===== src/include/dmm_cfg.svh =====
// voltmeter control fpga configuration
`ifndef DMM_CFG_SVH
`define DMM_CFG_SVH

//////////////////////////////////////////////////////////////////////
// widths

`define DMM_DATA_W        32      // one register word
`define DMM_ADDR_W        8       // spi address byte, msb is the write flag
`define DMM_CNT_W         24      // precharge and aperture clk counts
`define DMM_FRAME_BITS    40      // flag + 7 bit address + data word

//////////////////////////////////////////////////////////////////////
// register map

`define DMM_REG_MODE      8'h07   // output mode select
`define DMM_REG_DIRECT    8'h08   // direct pin control
`define DMM_REG_STATUS    8'h09   // read only
`define DMM_REG_PRECHARGE 8'h0A
`define DMM_REG_AZ_LO     8'h0B   // azmux code for the lo sample
`define DMM_REG_AZ_HI     8'h0C   // azmux code for the hi sample
`define DMM_REG_PC_HI     8'h0D   // precharge switches during hi sample
`define DMM_REG_APERTURE  8'h0E

//////////////////////////////////////////////////////////////////////
// status word, msb first: pad, hw flags, magic

`define DMM_MAGIC         8'hAA
`define DMM_STAT_FLAGS_W  4
`define DMM_STAT_PAD_W    20

`endif


===== src/design/dmm_pkg.sv =====
// voltmeter control shared types
`include "dmm_cfg.svh"

package dmm_pkg;

  // output mode, unlisted codes fall back to all low
  typedef enum logic [2:0] {
    MODE_DIRECT  = 3'd0,
    MODE_LO      = 3'd1,
    MODE_HI      = 3'd2,
    MODE_PATTERN = 3'd3,
    MODE_AZ      = 3'd5
  } mode_e;

  // auto-zero sequence
  typedef enum logic [1:0] {
    AZ_IDLE,
    AZ_PRECHARGE,
    AZ_SAMPLE_HI,
    AZ_SAMPLE_LO
  } az_state_e;

  // pin vector, order matches the board header
  typedef struct packed {
    logic       meas_complete;
    logic [3:0] azmux;
    logic [1:0] pc_sw;          // precharge switches
    logic [7:0] monitor;        // scope header
    logic [3:0] leds;
  } out_pins_t;

  // sequencer and adc parameters from the register bank
  typedef struct packed {
    logic [`DMM_CNT_W-1:0] precharge;
    logic [`DMM_CNT_W-1:0] aperture;
    logic [3:0]            azmux_lo;
    logic [3:0]            azmux_hi;
    logic [1:0]            pc_hi;
  } az_params_t;

  typedef struct packed {
    az_state_e  state;
    logic [3:0] azmux;
    logic [1:0] pc_sw;
    logic       led;            // toggles per completed hi/lo pair
  } az_status_t;

endpackage


===== src/design/spi_register_set.sv =====
// spi slave register bank
`timescale 1ns/100ps
`include "dmm_cfg.svh"

module spi_register_set (
  input  logic                          clk_i,
  input  logic                          rst_i,
  input  logic                          sck_i,
  input  logic                          ss_i,        // active low
  input  logic                          sdi_i,
  input  logic [`DMM_STAT_FLAGS_W-1:0]  hw_flags_i,
  output logic                          sdo_o,
  output dmm_pkg::mode_e                mode_o,
  output logic [`DMM_DATA_W-1:0]        direct_o,
  output dmm_pkg::az_params_t           az_params_o
);
  import dmm_pkg::*;

  localparam int unsigned DATA_W = `DMM_DATA_W;
  localparam int unsigned ADDR_W = `DMM_ADDR_W;
  localparam int unsigned FRAME_W = `DMM_FRAME_BITS;
  localparam int unsigned BCNT_W = $clog2(FRAME_W + 1);
  localparam logic [BCNT_W-1:0] ADDR_LAST = BCNT_W'(ADDR_W - 1);   // 8th rising edge
  localparam logic [BCNT_W-1:0] FRAME_LAST = BCNT_W'(FRAME_W - 1);
  localparam logic [BCNT_W-1:0] FRAME_END = BCNT_W'(FRAME_W);

  logic [1:0]              sck_s;
  logic [1:0]              ss_s;
  logic [1:0]              sdi_s;
  logic                    sck_d;
  logic                    ss_idle;
  logic                    sdi_b;
  logic                    sck_rise;
  logic                    sck_fall;
  logic [BCNT_W-1:0]       bit_cnt;
  logic [FRAME_W-2:0]      rx_shift;     // all frame bits but the last
  logic [DATA_W-1:0]       tx_shift;
  logic                    sdo_q;
  logic                    wr_pend;
  logic [ADDR_W-1:0]       wr_addr_q;
  logic [DATA_W-1:0]       wr_data_q;
  logic [ADDR_W-1:0]       rd_addr;
  logic [DATA_W-1:0]       rd_word;
  logic [DATA_W-1:0]       status_word;
  logic [DATA_W-1:0]       reg_mode;
  logic [DATA_W-1:0]       reg_direct;
  logic [DATA_W-1:0]       reg_precharge;
  logic [DATA_W-1:0]       reg_az_lo;
  logic [DATA_W-1:0]       reg_az_hi;
  logic [DATA_W-1:0]       reg_pc_hi;
  logic [DATA_W-1:0]       reg_aperture;

  //////////////////////////////////////////////////////////////////////
  // pin synchronisers and sck edges

  always_ff @(posedge clk_i) begin
    if (rst_i) begin
      sck_s <= '0;
      ss_s  <= '1;                  // deselected
      sdi_s <= '0;
      sck_d <= 1'b0;
    end else begin
      sck_s <= {sck_s[0], sck_i};
      ss_s  <= {ss_s[0], ss_i};
      sdi_s <= {sdi_s[0], sdi_i};
      sck_d <= sck_s[1];
    end
  end

  assign ss_idle  = ss_s[1];
  assign sdi_b    = sdi_s[1];
  assign sck_rise = sck_s[1] & ~sck_d;
  assign sck_fall = ~sck_s[1] & sck_d;

  //////////////////////////////////////////////////////////////////////
  // frame counter and shifters

  always_ff @(posedge clk_i) begin
    if (rst_i) begin
      bit_cnt  <= '0;
      tx_shift <= '0;
      sdo_q    <= 1'b0;
      wr_pend  <= 1'b0;
    end else if (ss_idle) begin     // also drops a cut frame
      bit_cnt  <= '0;
      tx_shift <= '0;
      sdo_q    <= 1'b0;
      wr_pend  <= 1'b0;
    end else begin
      wr_pend <= 1'b0;
      if (sck_rise && bit_cnt != FRAME_END) begin
        bit_cnt <= bit_cnt + 1'b1;
        if (bit_cnt == ADDR_LAST)
          tx_shift <= rd_word;      // readback of the addressed reg
        if (bit_cnt == FRAME_LAST)
          wr_pend <= rx_shift[FRAME_W-2];   // write flag, first bit in
      end else if (sck_fall) begin
        sdo_q    <= tx_shift[DATA_W-1];
        tx_shift <= {tx_shift[DATA_W-2:0], 1'b0};
      end
    end
  end

  // payload side, no reset
  always_ff @(posedge clk_i) begin
    if (sck_rise && !ss_idle)
      rx_shift <= {rx_shift[FRAME_W-3:0], sdi_b};
    if (sck_rise && !ss_idle && bit_cnt == FRAME_LAST) begin
      wr_addr_q <= {1'b0, rx_shift[FRAME_W-3:DATA_W-1]};
      wr_data_q <= {rx_shift[DATA_W-2:0], sdi_b};
    end
  end

  assign sdo_o = sdo_q & ~ss_i;     // quiet while deselected

  //////////////////////////////////////////////////////////////////////
  // register bank

  always_ff @(posedge clk_i) begin
    if (rst_i) begin
      reg_mode      <= '0;
      reg_direct    <= '0;
      reg_precharge <= '0;
      reg_az_lo     <= '0;
      reg_az_hi     <= '0;
      reg_pc_hi     <= '0;
      reg_aperture  <= '0;
    end else if (wr_pend && !ss_idle) begin
      case (wr_addr_q)
        `DMM_REG_MODE:      reg_mode      <= wr_data_q;
        `DMM_REG_DIRECT:    reg_direct    <= wr_data_q;
        `DMM_REG_PRECHARGE: reg_precharge <= wr_data_q;
        `DMM_REG_AZ_LO:     reg_az_lo     <= wr_data_q;
        `DMM_REG_AZ_HI:     reg_az_hi     <= wr_data_q;
        `DMM_REG_PC_HI:     reg_pc_hi     <= wr_data_q;
        `DMM_REG_APERTURE:  reg_aperture  <= wr_data_q;
        default: ;                  // status and holes
      endcase
    end
  end

  assign status_word = {{`DMM_STAT_PAD_W{1'b0}}, hw_flags_i, `DMM_MAGIC};

  // address byte as it completes, flag bit masked off
  assign rd_addr = {1'b0, rx_shift[ADDR_W-3:0], sdi_b};

  always_comb begin
    case (rd_addr)
      `DMM_REG_MODE:      rd_word = reg_mode;
      `DMM_REG_DIRECT:    rd_word = reg_direct;
      `DMM_REG_STATUS:    rd_word = status_word;
      `DMM_REG_PRECHARGE: rd_word = reg_precharge;
      `DMM_REG_AZ_LO:     rd_word = reg_az_lo;
      `DMM_REG_AZ_HI:     rd_word = reg_az_hi;
      `DMM_REG_PC_HI:     rd_word = reg_pc_hi;
      `DMM_REG_APERTURE:  rd_word = reg_aperture;
      default:            rd_word = '0;
    endcase
  end

  assign mode_o   = mode_e'(reg_mode[$bits(mode_e)-1:0]);
  assign direct_o = reg_direct;
  assign az_params_o = '{
    precharge: reg_precharge[`DMM_CNT_W-1:0],
    aperture:  reg_aperture[`DMM_CNT_W-1:0],
    azmux_lo:  reg_az_lo[3:0],
    azmux_hi:  reg_az_hi[3:0],
    pc_hi:     reg_pc_hi[1:0]
  };

  // registers only move inside a selected frame
  a_idle_stable: assert property (@(posedge clk_i) disable iff (rst_i)
    ss_idle |=> $stable({reg_mode, reg_direct, reg_precharge, reg_az_lo,
                         reg_az_hi, reg_pc_hi, reg_aperture}));

endmodule


===== src/design/adc_mock.sv =====
// mocked adc aperture timer
`timescale 1ns/100ps
`include "dmm_cfg.svh"

module adc_mock (
  input  logic                   clk_i,
  input  logic                   rst_i,
  input  logic                   adc_run_i,     // high while measuring
  input  logic [`DMM_CNT_W-1:0]  aperture_i,
  output logic                   measure_valid_o,
  output logic [5:0]             monitor_o
);

  logic [`DMM_CNT_W-1:0] ap_cnt;   // clks into the aperture
  logic                  done_q;   // one valid per run

  //////////////////////////////////////////////////////////////////////
  // aperture count

  always_ff @(posedge clk_i) begin
    if (rst_i) begin
      ap_cnt          <= '0;
      done_q          <= 1'b0;
      measure_valid_o <= 1'b0;
    end else if (!adc_run_i) begin
      // held in reset between samples
      ap_cnt          <= '0;
      done_q          <= 1'b0;
      measure_valid_o <= 1'b0;
    end else begin
      measure_valid_o <= 1'b0;
      if (!done_q) begin
        if (ap_cnt == aperture_i) begin
          measure_valid_o <= 1'b1;  // aperture+1 clks after run rose
          done_q          <= 1'b1;
        end else begin
          ap_cnt <= ap_cnt + 1'b1;
        end
      end
    end
  end

  assign monitor_o = ap_cnt[5:0];   // low bits to the scope header

  // single cycle pulse
  a_valid_pulse: assert property (@(posedge clk_i) disable iff (rst_i)
    measure_valid_o |=> !measure_valid_o);

endmodule


===== src/design/az_sequencer.sv =====
// auto-zero acquisition sequencer
`timescale 1ns/100ps
`include "dmm_cfg.svh"

module az_sequencer (
  input  logic                 clk_i,
  input  logic                 rst_i,
  input  logic                 enable_i,         // mode is az
  input  logic                 trigger_i,        // internal trigger level
  input  logic                 measure_valid_i,  // from the adc
  input  dmm_pkg::az_params_t  params_i,
  output logic                 adc_run_o,
  output dmm_pkg::az_status_t  status_o
);
  import dmm_pkg::*;

  localparam logic [`DMM_CNT_W-1:0] PC_LAST = 1;

  az_state_e             state_q;
  logic [`DMM_CNT_W-1:0] pc_cnt;    // precharge clks left
  logic                  led_q;
  logic                  active;

  assign active = enable_i & trigger_i;

  //////////////////////////////////////////////////////////////////////
  // fsm

  always_ff @(posedge clk_i) begin
    if (rst_i) begin
      state_q   <= AZ_IDLE;
      pc_cnt    <= '0;
      adc_run_o <= 1'b0;
      led_q     <= 1'b0;
    end else if (!active) begin
      // park, adc held off
      state_q   <= AZ_IDLE;
      adc_run_o <= 1'b0;
    end else begin
      case (state_q)
        AZ_IDLE: begin
          state_q <= AZ_PRECHARGE;
          pc_cnt  <= params_i.precharge;
        end
        AZ_PRECHARGE: begin
          if (pc_cnt <= PC_LAST) begin
            state_q   <= AZ_SAMPLE_HI;
            adc_run_o <= 1'b1;        // start hi aperture
          end else begin
            pc_cnt <= pc_cnt - 1'b1;
          end
        end
        AZ_SAMPLE_HI: begin
          if (measure_valid_i) begin
            state_q   <= AZ_SAMPLE_LO;
            adc_run_o <= 1'b0;        // one low clk rearms the adc
          end
        end
        AZ_SAMPLE_LO: begin
          if (measure_valid_i) begin
            state_q   <= AZ_PRECHARGE;
            adc_run_o <= 1'b0;
            pc_cnt    <= params_i.precharge;
            led_q     <= ~led_q;      // blink per pair
          end else begin
            adc_run_o <= 1'b1;
          end
        end
        default: state_q <= AZ_IDLE;
      endcase
    end
  end

  //////////////////////////////////////////////////////////////////////
  // switch drive per state

  always_comb begin
    status_o.state = state_q;
    status_o.led   = led_q;
    status_o.azmux = '0;            // idle, mux off
    status_o.pc_sw = '0;
    case (state_q)
      AZ_PRECHARGE: status_o.azmux = params_i.azmux_hi;   // pc switches open
      AZ_SAMPLE_HI: begin
        status_o.azmux = params_i.azmux_hi;
        status_o.pc_sw = params_i.pc_hi;
      end
      AZ_SAMPLE_LO: status_o.azmux = params_i.azmux_lo;
      default: ;
    endcase
  end

  // precharge switches only close over the hi sample
  a_pc_sw_hi: assert property (@(posedge clk_i) disable iff (rst_i)
    status_o.pc_sw != '0 |-> state_q == AZ_SAMPLE_HI);

  // adc never runs outside a sample
  a_run_off: assert property (@(posedge clk_i) disable iff (rst_i)
    state_q inside {AZ_IDLE, AZ_PRECHARGE} |-> !adc_run_o);

endmodule


===== src/design/output_mode_mux.sv =====
// output pin mode selection
`timescale 1ns/100ps
`include "dmm_cfg.svh"

module output_mode_mux (
  input  logic                     clk_i,
  input  logic                     rst_i,
  input  dmm_pkg::mode_e           mode_i,
  input  logic [`DMM_DATA_W-1:0]   direct_i,
  input  dmm_pkg::az_status_t      az_status_i,
  input  logic                     measure_valid_i,
  input  logic [5:0]               adc_monitor_i,
  output dmm_pkg::out_pins_t       pins_o,
  output logic                     az_enable_o      // to the sequencer
);
  import dmm_pkg::*;

  localparam int unsigned PIN_W = $bits(out_pins_t);

  logic [PIN_W-1:0] pat_cnt;        // free running test pattern
  out_pins_t        az_pins;
  out_pins_t        pins_d;

  //////////////////////////////////////////////////////////////////////
  // test pattern

  always_ff @(posedge clk_i) begin
    if (rst_i)
      pat_cnt <= '0;
    else
      pat_cnt <= pat_cnt + 1'b1;
  end

  // az mode pin layout
  assign az_pins = '{
    meas_complete: measure_valid_i,
    azmux:         az_status_i.azmux,
    pc_sw:         az_status_i.pc_sw,
    monitor:       {adc_monitor_i, az_status_i.state},
    leds:          {3'b000, az_status_i.led}
  };

  assign az_enable_o = (mode_i == MODE_AZ);

  always_comb begin
    case (mode_i)
      MODE_DIRECT:  pins_d = out_pins_t'(direct_i[PIN_W-1:0]);
      MODE_LO:      pins_d = '0;
      MODE_HI:      pins_d = '1;
      MODE_PATTERN: pins_d = out_pins_t'(pat_cnt);
      MODE_AZ:      pins_d = az_pins;
      default:      pins_d = '0;    // unused codes, all low
    endcase
  end

  // output register, one clk behind the source
  always_ff @(posedge clk_i) begin
    if (rst_i)
      pins_o <= '0;
    else
      pins_o <= pins_d;
  end

endmodule


===== src/design/dmm_top.sv =====
// voltmeter control fpga top
`timescale 1ns/100ps
`include "dmm_cfg.svh"

module dmm_top (
  input  logic                          clk_i,
  input  logic                          rst_i,
  input  logic                          sck_i,
  input  logic                          ss_i,        // active low
  input  logic                          sdi_i,
  output logic                          sdo_o,
  input  logic [`DMM_STAT_FLAGS_W-1:0]  hw_flags_i,
  input  logic                          trigger_i,
  output dmm_pkg::out_pins_t            pins_o
);
  import dmm_pkg::*;

  mode_e                  mode;
  logic [`DMM_DATA_W-1:0] direct;
  az_params_t             az_params;
  az_status_t             az_status;
  logic                   az_enable;
  logic                   adc_run;
  logic                   measure_valid;
  logic [5:0]             adc_monitor;

  spi_register_set u_regs (
    .clk_i, .rst_i, .sck_i, .ss_i, .sdi_i, .hw_flags_i, .sdo_o,
    .mode_o      (mode),
    .direct_o    (direct),
    .az_params_o (az_params)
  );

  az_sequencer u_az_seq (
    .clk_i, .rst_i, .trigger_i,
    .enable_i        (az_enable),
    .measure_valid_i (measure_valid),
    .params_i        (az_params),
    .adc_run_o       (adc_run),
    .status_o        (az_status)
  );

  adc_mock u_adc (
    .clk_i, .rst_i,
    .adc_run_i       (adc_run),
    .aperture_i      (az_params.aperture),
    .measure_valid_o (measure_valid),
    .monitor_o       (adc_monitor)
  );

  output_mode_mux u_mux (
    .clk_i, .rst_i, .pins_o,
    .mode_i          (mode),
    .direct_i        (direct),
    .az_status_i     (az_status),
    .measure_valid_i (measure_valid),
    .adc_monitor_i   (adc_monitor),
    .az_enable_o     (az_enable)
  );

endmodule


===== config.mk =====
export PLATFORM = sky130hd
export DESIGN_NAME = dmm_top
export DESIGN_NICKNAME = d
export VERILOG_FILES = /design/src/design/dmm_pkg.sv /design/src/design/spi_register_set.sv /design/src/design/adc_mock.sv /design/src/design/az_sequencer.sv /design/src/design/output_mode_mux.sv /design/src/design/dmm_top.sv
export VERILOG_INCLUDE_DIRS = /design/src /design/src/include
export SDC_FILE = /design/constraint.sdc
export NUM_CORES = 1
export LEC_CHECK = 0
export ABC_CLOCK_PERIOD_IN_PS = 5900
export BUFFER_PORTS_ARGS = -buffer_cell sky130_fd_sc_hd__buf_2
export CORE_UTILIZATION = 50
export CTS_CLUSTER_DIAMETER = 100
export DETAILED_ROUTE_END_ITERATION = 7
export HOLD_SLACK_MARGIN = 0.15
export PLACE_DENSITY = 0.66
export SYNTH_ARGS = -nofsm -noshare
export SYNTH_HDL_FRONTEND = slang
export SYNTH_SLANG_ARGS = --single-unit

===== constraint.sdc =====
create_clock -name clk_i -period 5.9 [get_ports clk_i]
set_input_delay 0.59 -clock clk_i [delete_from_list [all_inputs] [get_ports clk_i]]
set_output_delay 0.59 -clock clk_i [all_outputs]
set_load 0.02 [all_outputs]

==> impl_metrics.json <==
{
  "outcome": "completed",
  "slew_headroom_pct": 18.3,
  "clkLatencyLatePin_ps": 590,
  "synth_fa_ha_area_share_pct": 0.725,
  "p_seq_share_pct": 50.7,
  "grt_usage_pct": 28.1,
  "numCtsBuffers": 47,
  "r2r_slack_ps": 2310,
  "switchingPower_mw": 1.29,
  "rows": 71,
  "final_nets": 2073,
  "hold_violations": 0,
  "dp_cells": 2514,
  "crit_path_start_kind": "flop",
  "cts_resized": 0,
  "drive_gt1_share_pct": 8.81,
  "synth.yosys.seq_area_share_pct": 50.6,
  "r2r_end": "u_az_seq.pc_cnt[16]$_SDFFE_PP0P_",
  "wire_per_inst_um": 21.1,
  "setup_violations": 0,
  "rsz0062_at_grt": "no",
  "fin_setup_tns_ps": 0,
  "crit_arrival_ps": 4020,
  "h-tree-depth": 2,
  "r2r-start": "u_regs.reg_mode[2]$_SDFFE_PP0P_",
  "fin_cells": 2602,
  "cts_setup_buffers": 0,
  "worstMarginPinSlew_ps": 1220,
  "synthArstFlopShare_pct": 0,
  "cts_tree": "yes",
  "power.share.switching_pct": 21.4,
  "synth_simple_gate_area_share_pct": 18.1,
  "clock_sinks": 441,
  "hp-start": "ss_i",
  "peakVddDrop_v": 0.000197,
  "maxCapViolCount": 0,
  "grt_max_degree": 100,
  "synthFlopType": "dfxtp_1",
  "antenna_found_initial": 0,
  "crit_path_end_kind": "flop",
  "drtPass1Iterations": 5,
  "fin_total_pwr_mw": 6.05,
  "period_minus_slack_ps": 3590,
  "min_to": "u_regs.ss_s[0]$_SDFF_PP1_",
  "pwr-share-comb_pct": 1.3,
  "wl_um": 54800,
  "hp-class": "in2reg",
  "cts_hold_buf": 0,
  "cp_max_fo": 24,
  "start_util_pct": 50.6,
  "leakage_nw": 7.07,
  "grt_pass1_vias": 14500,
  "cts.path.max_buffers": 3,
  "cts.reportedPaths.clkPinSlew_ps": 60,
  "synth_fp_nets": 2120,
  "drtAntennaViolNets": 0,
  "vias": 15500,
  "coreArea_um2": 37500,
  "required_ps": 6330,
  "grt_overflow": 0,
  "worst-setup-path-type": "reg2reg",
  "viasPerCell": 5.94,
  "synth_warnings": 0,
  "gp_congestion": 0.916,
  "yosysUniqueCellTypes": 70,
  "ys_ff_latch": 441,
  "syn_inst": 2099,
  "synthMuxAreaShare_pct": 9.28,
  "synth_compound_area_share_pct": 15.1,
  "clock_power_share_pct": 47.9,
  "io-pin-count": 30,
  "grt_first_pass_wirelength_um": 84300,
  "syn2layout_area_growth_pct": 10.6,
  "port_buffers": 29,
  "powerDensity_nw_per_um2": 288,
  "fmax_mhz": 279,
  "dp_hpwl_um": 34200,
  "synth-edff-count": 78,
  "drc": 0,
  "fp.dieArea_um2": 38700,
  "die_w_um": 197,
  "finalClockSkew_ps": 27.1,
  "maxSlewViolCount": 0,
  "whs_path_depth": 2,
  "finalCritPeriodShare_pct": 60.8,
  "synth_top_family_by_area": "simple AND/OR/NAND/NOR gates",
  "drtIter0Drc": 1234,
  "layout_common_cells": "362 x dfxtp_1, 310 x nand2_1, 259 x a21oi_1",
  "synth.avg_cell_area_um2": 9.04,
  "die_h_um": 197,
  "cts-root-buf": "clkbuf_16",
  "synth_xor_area_share_pct": 2.77,
  "final_common_cell": "dfxtp_1",
  "synthesis.area_um2": 19000,
  "worstRegToRegCells": 7,
  "internal-power_mw": 4.75
}
worst max path at each step:
stage / start / end / slack [ps] / depth (start not counted)
5_1_grt: u_regs.reg_mode[2]$_SDFFE_PP0P_ / u_az_seq.pc_cnt[0]$_SDFFE_PP0P_ / 2030 / 5
3_3_place_gp: u_regs.reg_mode[2]$_SDFFE_PP0P_ / u_az_seq.pc_cnt[16]$_SDFFE_PP0P_ / 2500 / 7
4_1_cts: u_regs.reg_mode[2]$_SDFFE_PP0P_ / u_az_seq.pc_cnt[16]$_SDFFE_PP0P_ / 2390 / 7
2_1_floorplan: u_regs.bit_cnt[5]$_SDFFE_PP0P_ / u_regs.wr_addr_q[0]$_DFFE_PP_ / 1950 / 3
6_report: u_regs.reg_mode[2]$_SDFFE_PP0P_ / u_az_seq.pc_cnt[16]$_SDFFE_PP0P_ / 2310 / 7
3_5_place_dp: u_regs.reg_mode[2]$_SDFFE_PP0P_ / u_az_seq.pc_cnt[16]$_SDFFE_PP0P_ / 2410 / 7
metrics by stage:
step           cell area, µm²  hold slack, ps  setup slack [ps]  util [%]
4_1_cts                 21000             199              2390      56.0
2_1_floorplan           19000             389              1950         -
3_5_place_dp            19500             400              2410      52.0
3_3_place_gp            19500             392              2500      52.0
6_report                21000             220              2310      56.0
5_1_grt                 21000             220              2030      56.0
state kept, by name, summed over array words and instances, names as in the netlist, 7 cells and up:
signal / count
u_mux.pat_cnt: 19
u_regs.reg_pc_hi: 32
u_regs.tx_shift: 32
u_regs.wr_addr_q: 7
u_mux.pins_o: 19
u_az_seq.pc_cnt: 24
u_regs.reg_az_hi: 32
u_regs.direct_o: 32
u_regs.reg_az_lo: 32
u_regs.reg_aperture: 32
u_regs.wr_data_q: 32
u_regs.reg_mode: 32
u_regs.rx_shift: 39
u_regs.reg_precharge: 32
u_adc.ap_cnt: 24
cell usage after synthesis (4+ instances only):
library cell	count	area (µm²)
buf_1	8	30.0
clkbuf_1	131	492
o32a_1	4	40.0
nand3b_1	6	45.0
nor4_1	11	68.8
dfxtp_1	363	7270
a211oi_1	9	67.6
buf_2	12	60.1
inv_1	16	60.1
a31oi_1	5	31.3
o221ai_1	4	35.0
nor2b_1	24	150
xnor2_1	44	385
and3_1	33	206
o21ai_0	37	185
and4_1	4	35.0
nand2b_1	15	93.8
mux2i_1	149	1490
nand2_1	310	1160
edfxtp_1	78	2340
a31o_2	4	35.0
o32ai_1	4	35.0
nand3_1	25	125
nor3_1	29	145
or3_1	9	56.3
a2111oi_0	7	61.3
a22o_1	34	298
xor2_1	16	140
mux2_2	16	180
o211a_1	4	40.0
a22oi_1	23	173
nor2_1	262	983
o22ai_1	48	300
or2_2	8	50.1
mux4_2	4	90.1
nand4_1	20	125
ha_1	11	138
a21oi_1	259	1300
and2_1	4	25.0
layer usage:
layer	up-vias	part of all wire [%]	GRT usage [%]
li1	7285	-	-
met1	7486	43	37.0
met2	572	47	46.5
met3	110	6.3	3.95
met4	0	3.3	11.2
met5	-	0	0
worst max-delay path: stages (launching register included):
cell	delay, ps
dfxtp_1	790
and3b_1	600
nand4b_1	650
a41oi_1	870
buf_4	280
nand2_1	60
a22oi_1	130
nor2_1	50
final cells by class:
| class | count | area (µm²) |
|---|---|---|
| Antenna cell | 2 | 5.00 |
| Tap cell | 511 | 639 |
| Multi-Input combinational cell | 1491 | 8820 |
| Sequential cell | 441 | 9610 |
| Clock inverter | 19 | 134 |
| Timing Repair Buffer | 55 | 349 |
| Clock buffer | 67 | 1380 |
| Fill cell | 3394 | 16500 |
| Inverter | 16 | 60.1 |
cells by family after synthesis:
group / count (synthesis)
compound gates: 473
xor+xnor: 60
fa+ha+maj: 11
buf+inv: 167
flops: 441
mux: 169
simple gates: 778
power by group through the flow:
stage,clock network [mW],logic (mW),registers (mW)
after global routing,3.05,0.0843,3.07
after detailed placement,0,0.0781,3.13
after floorplan,0,0.0541,3.13
final,2.90,0.0795,3.07
after CTS,2.94,0.0781,3.07
after global placement,0,0.0768,3.13
Power figures use the tool's default switching activity.
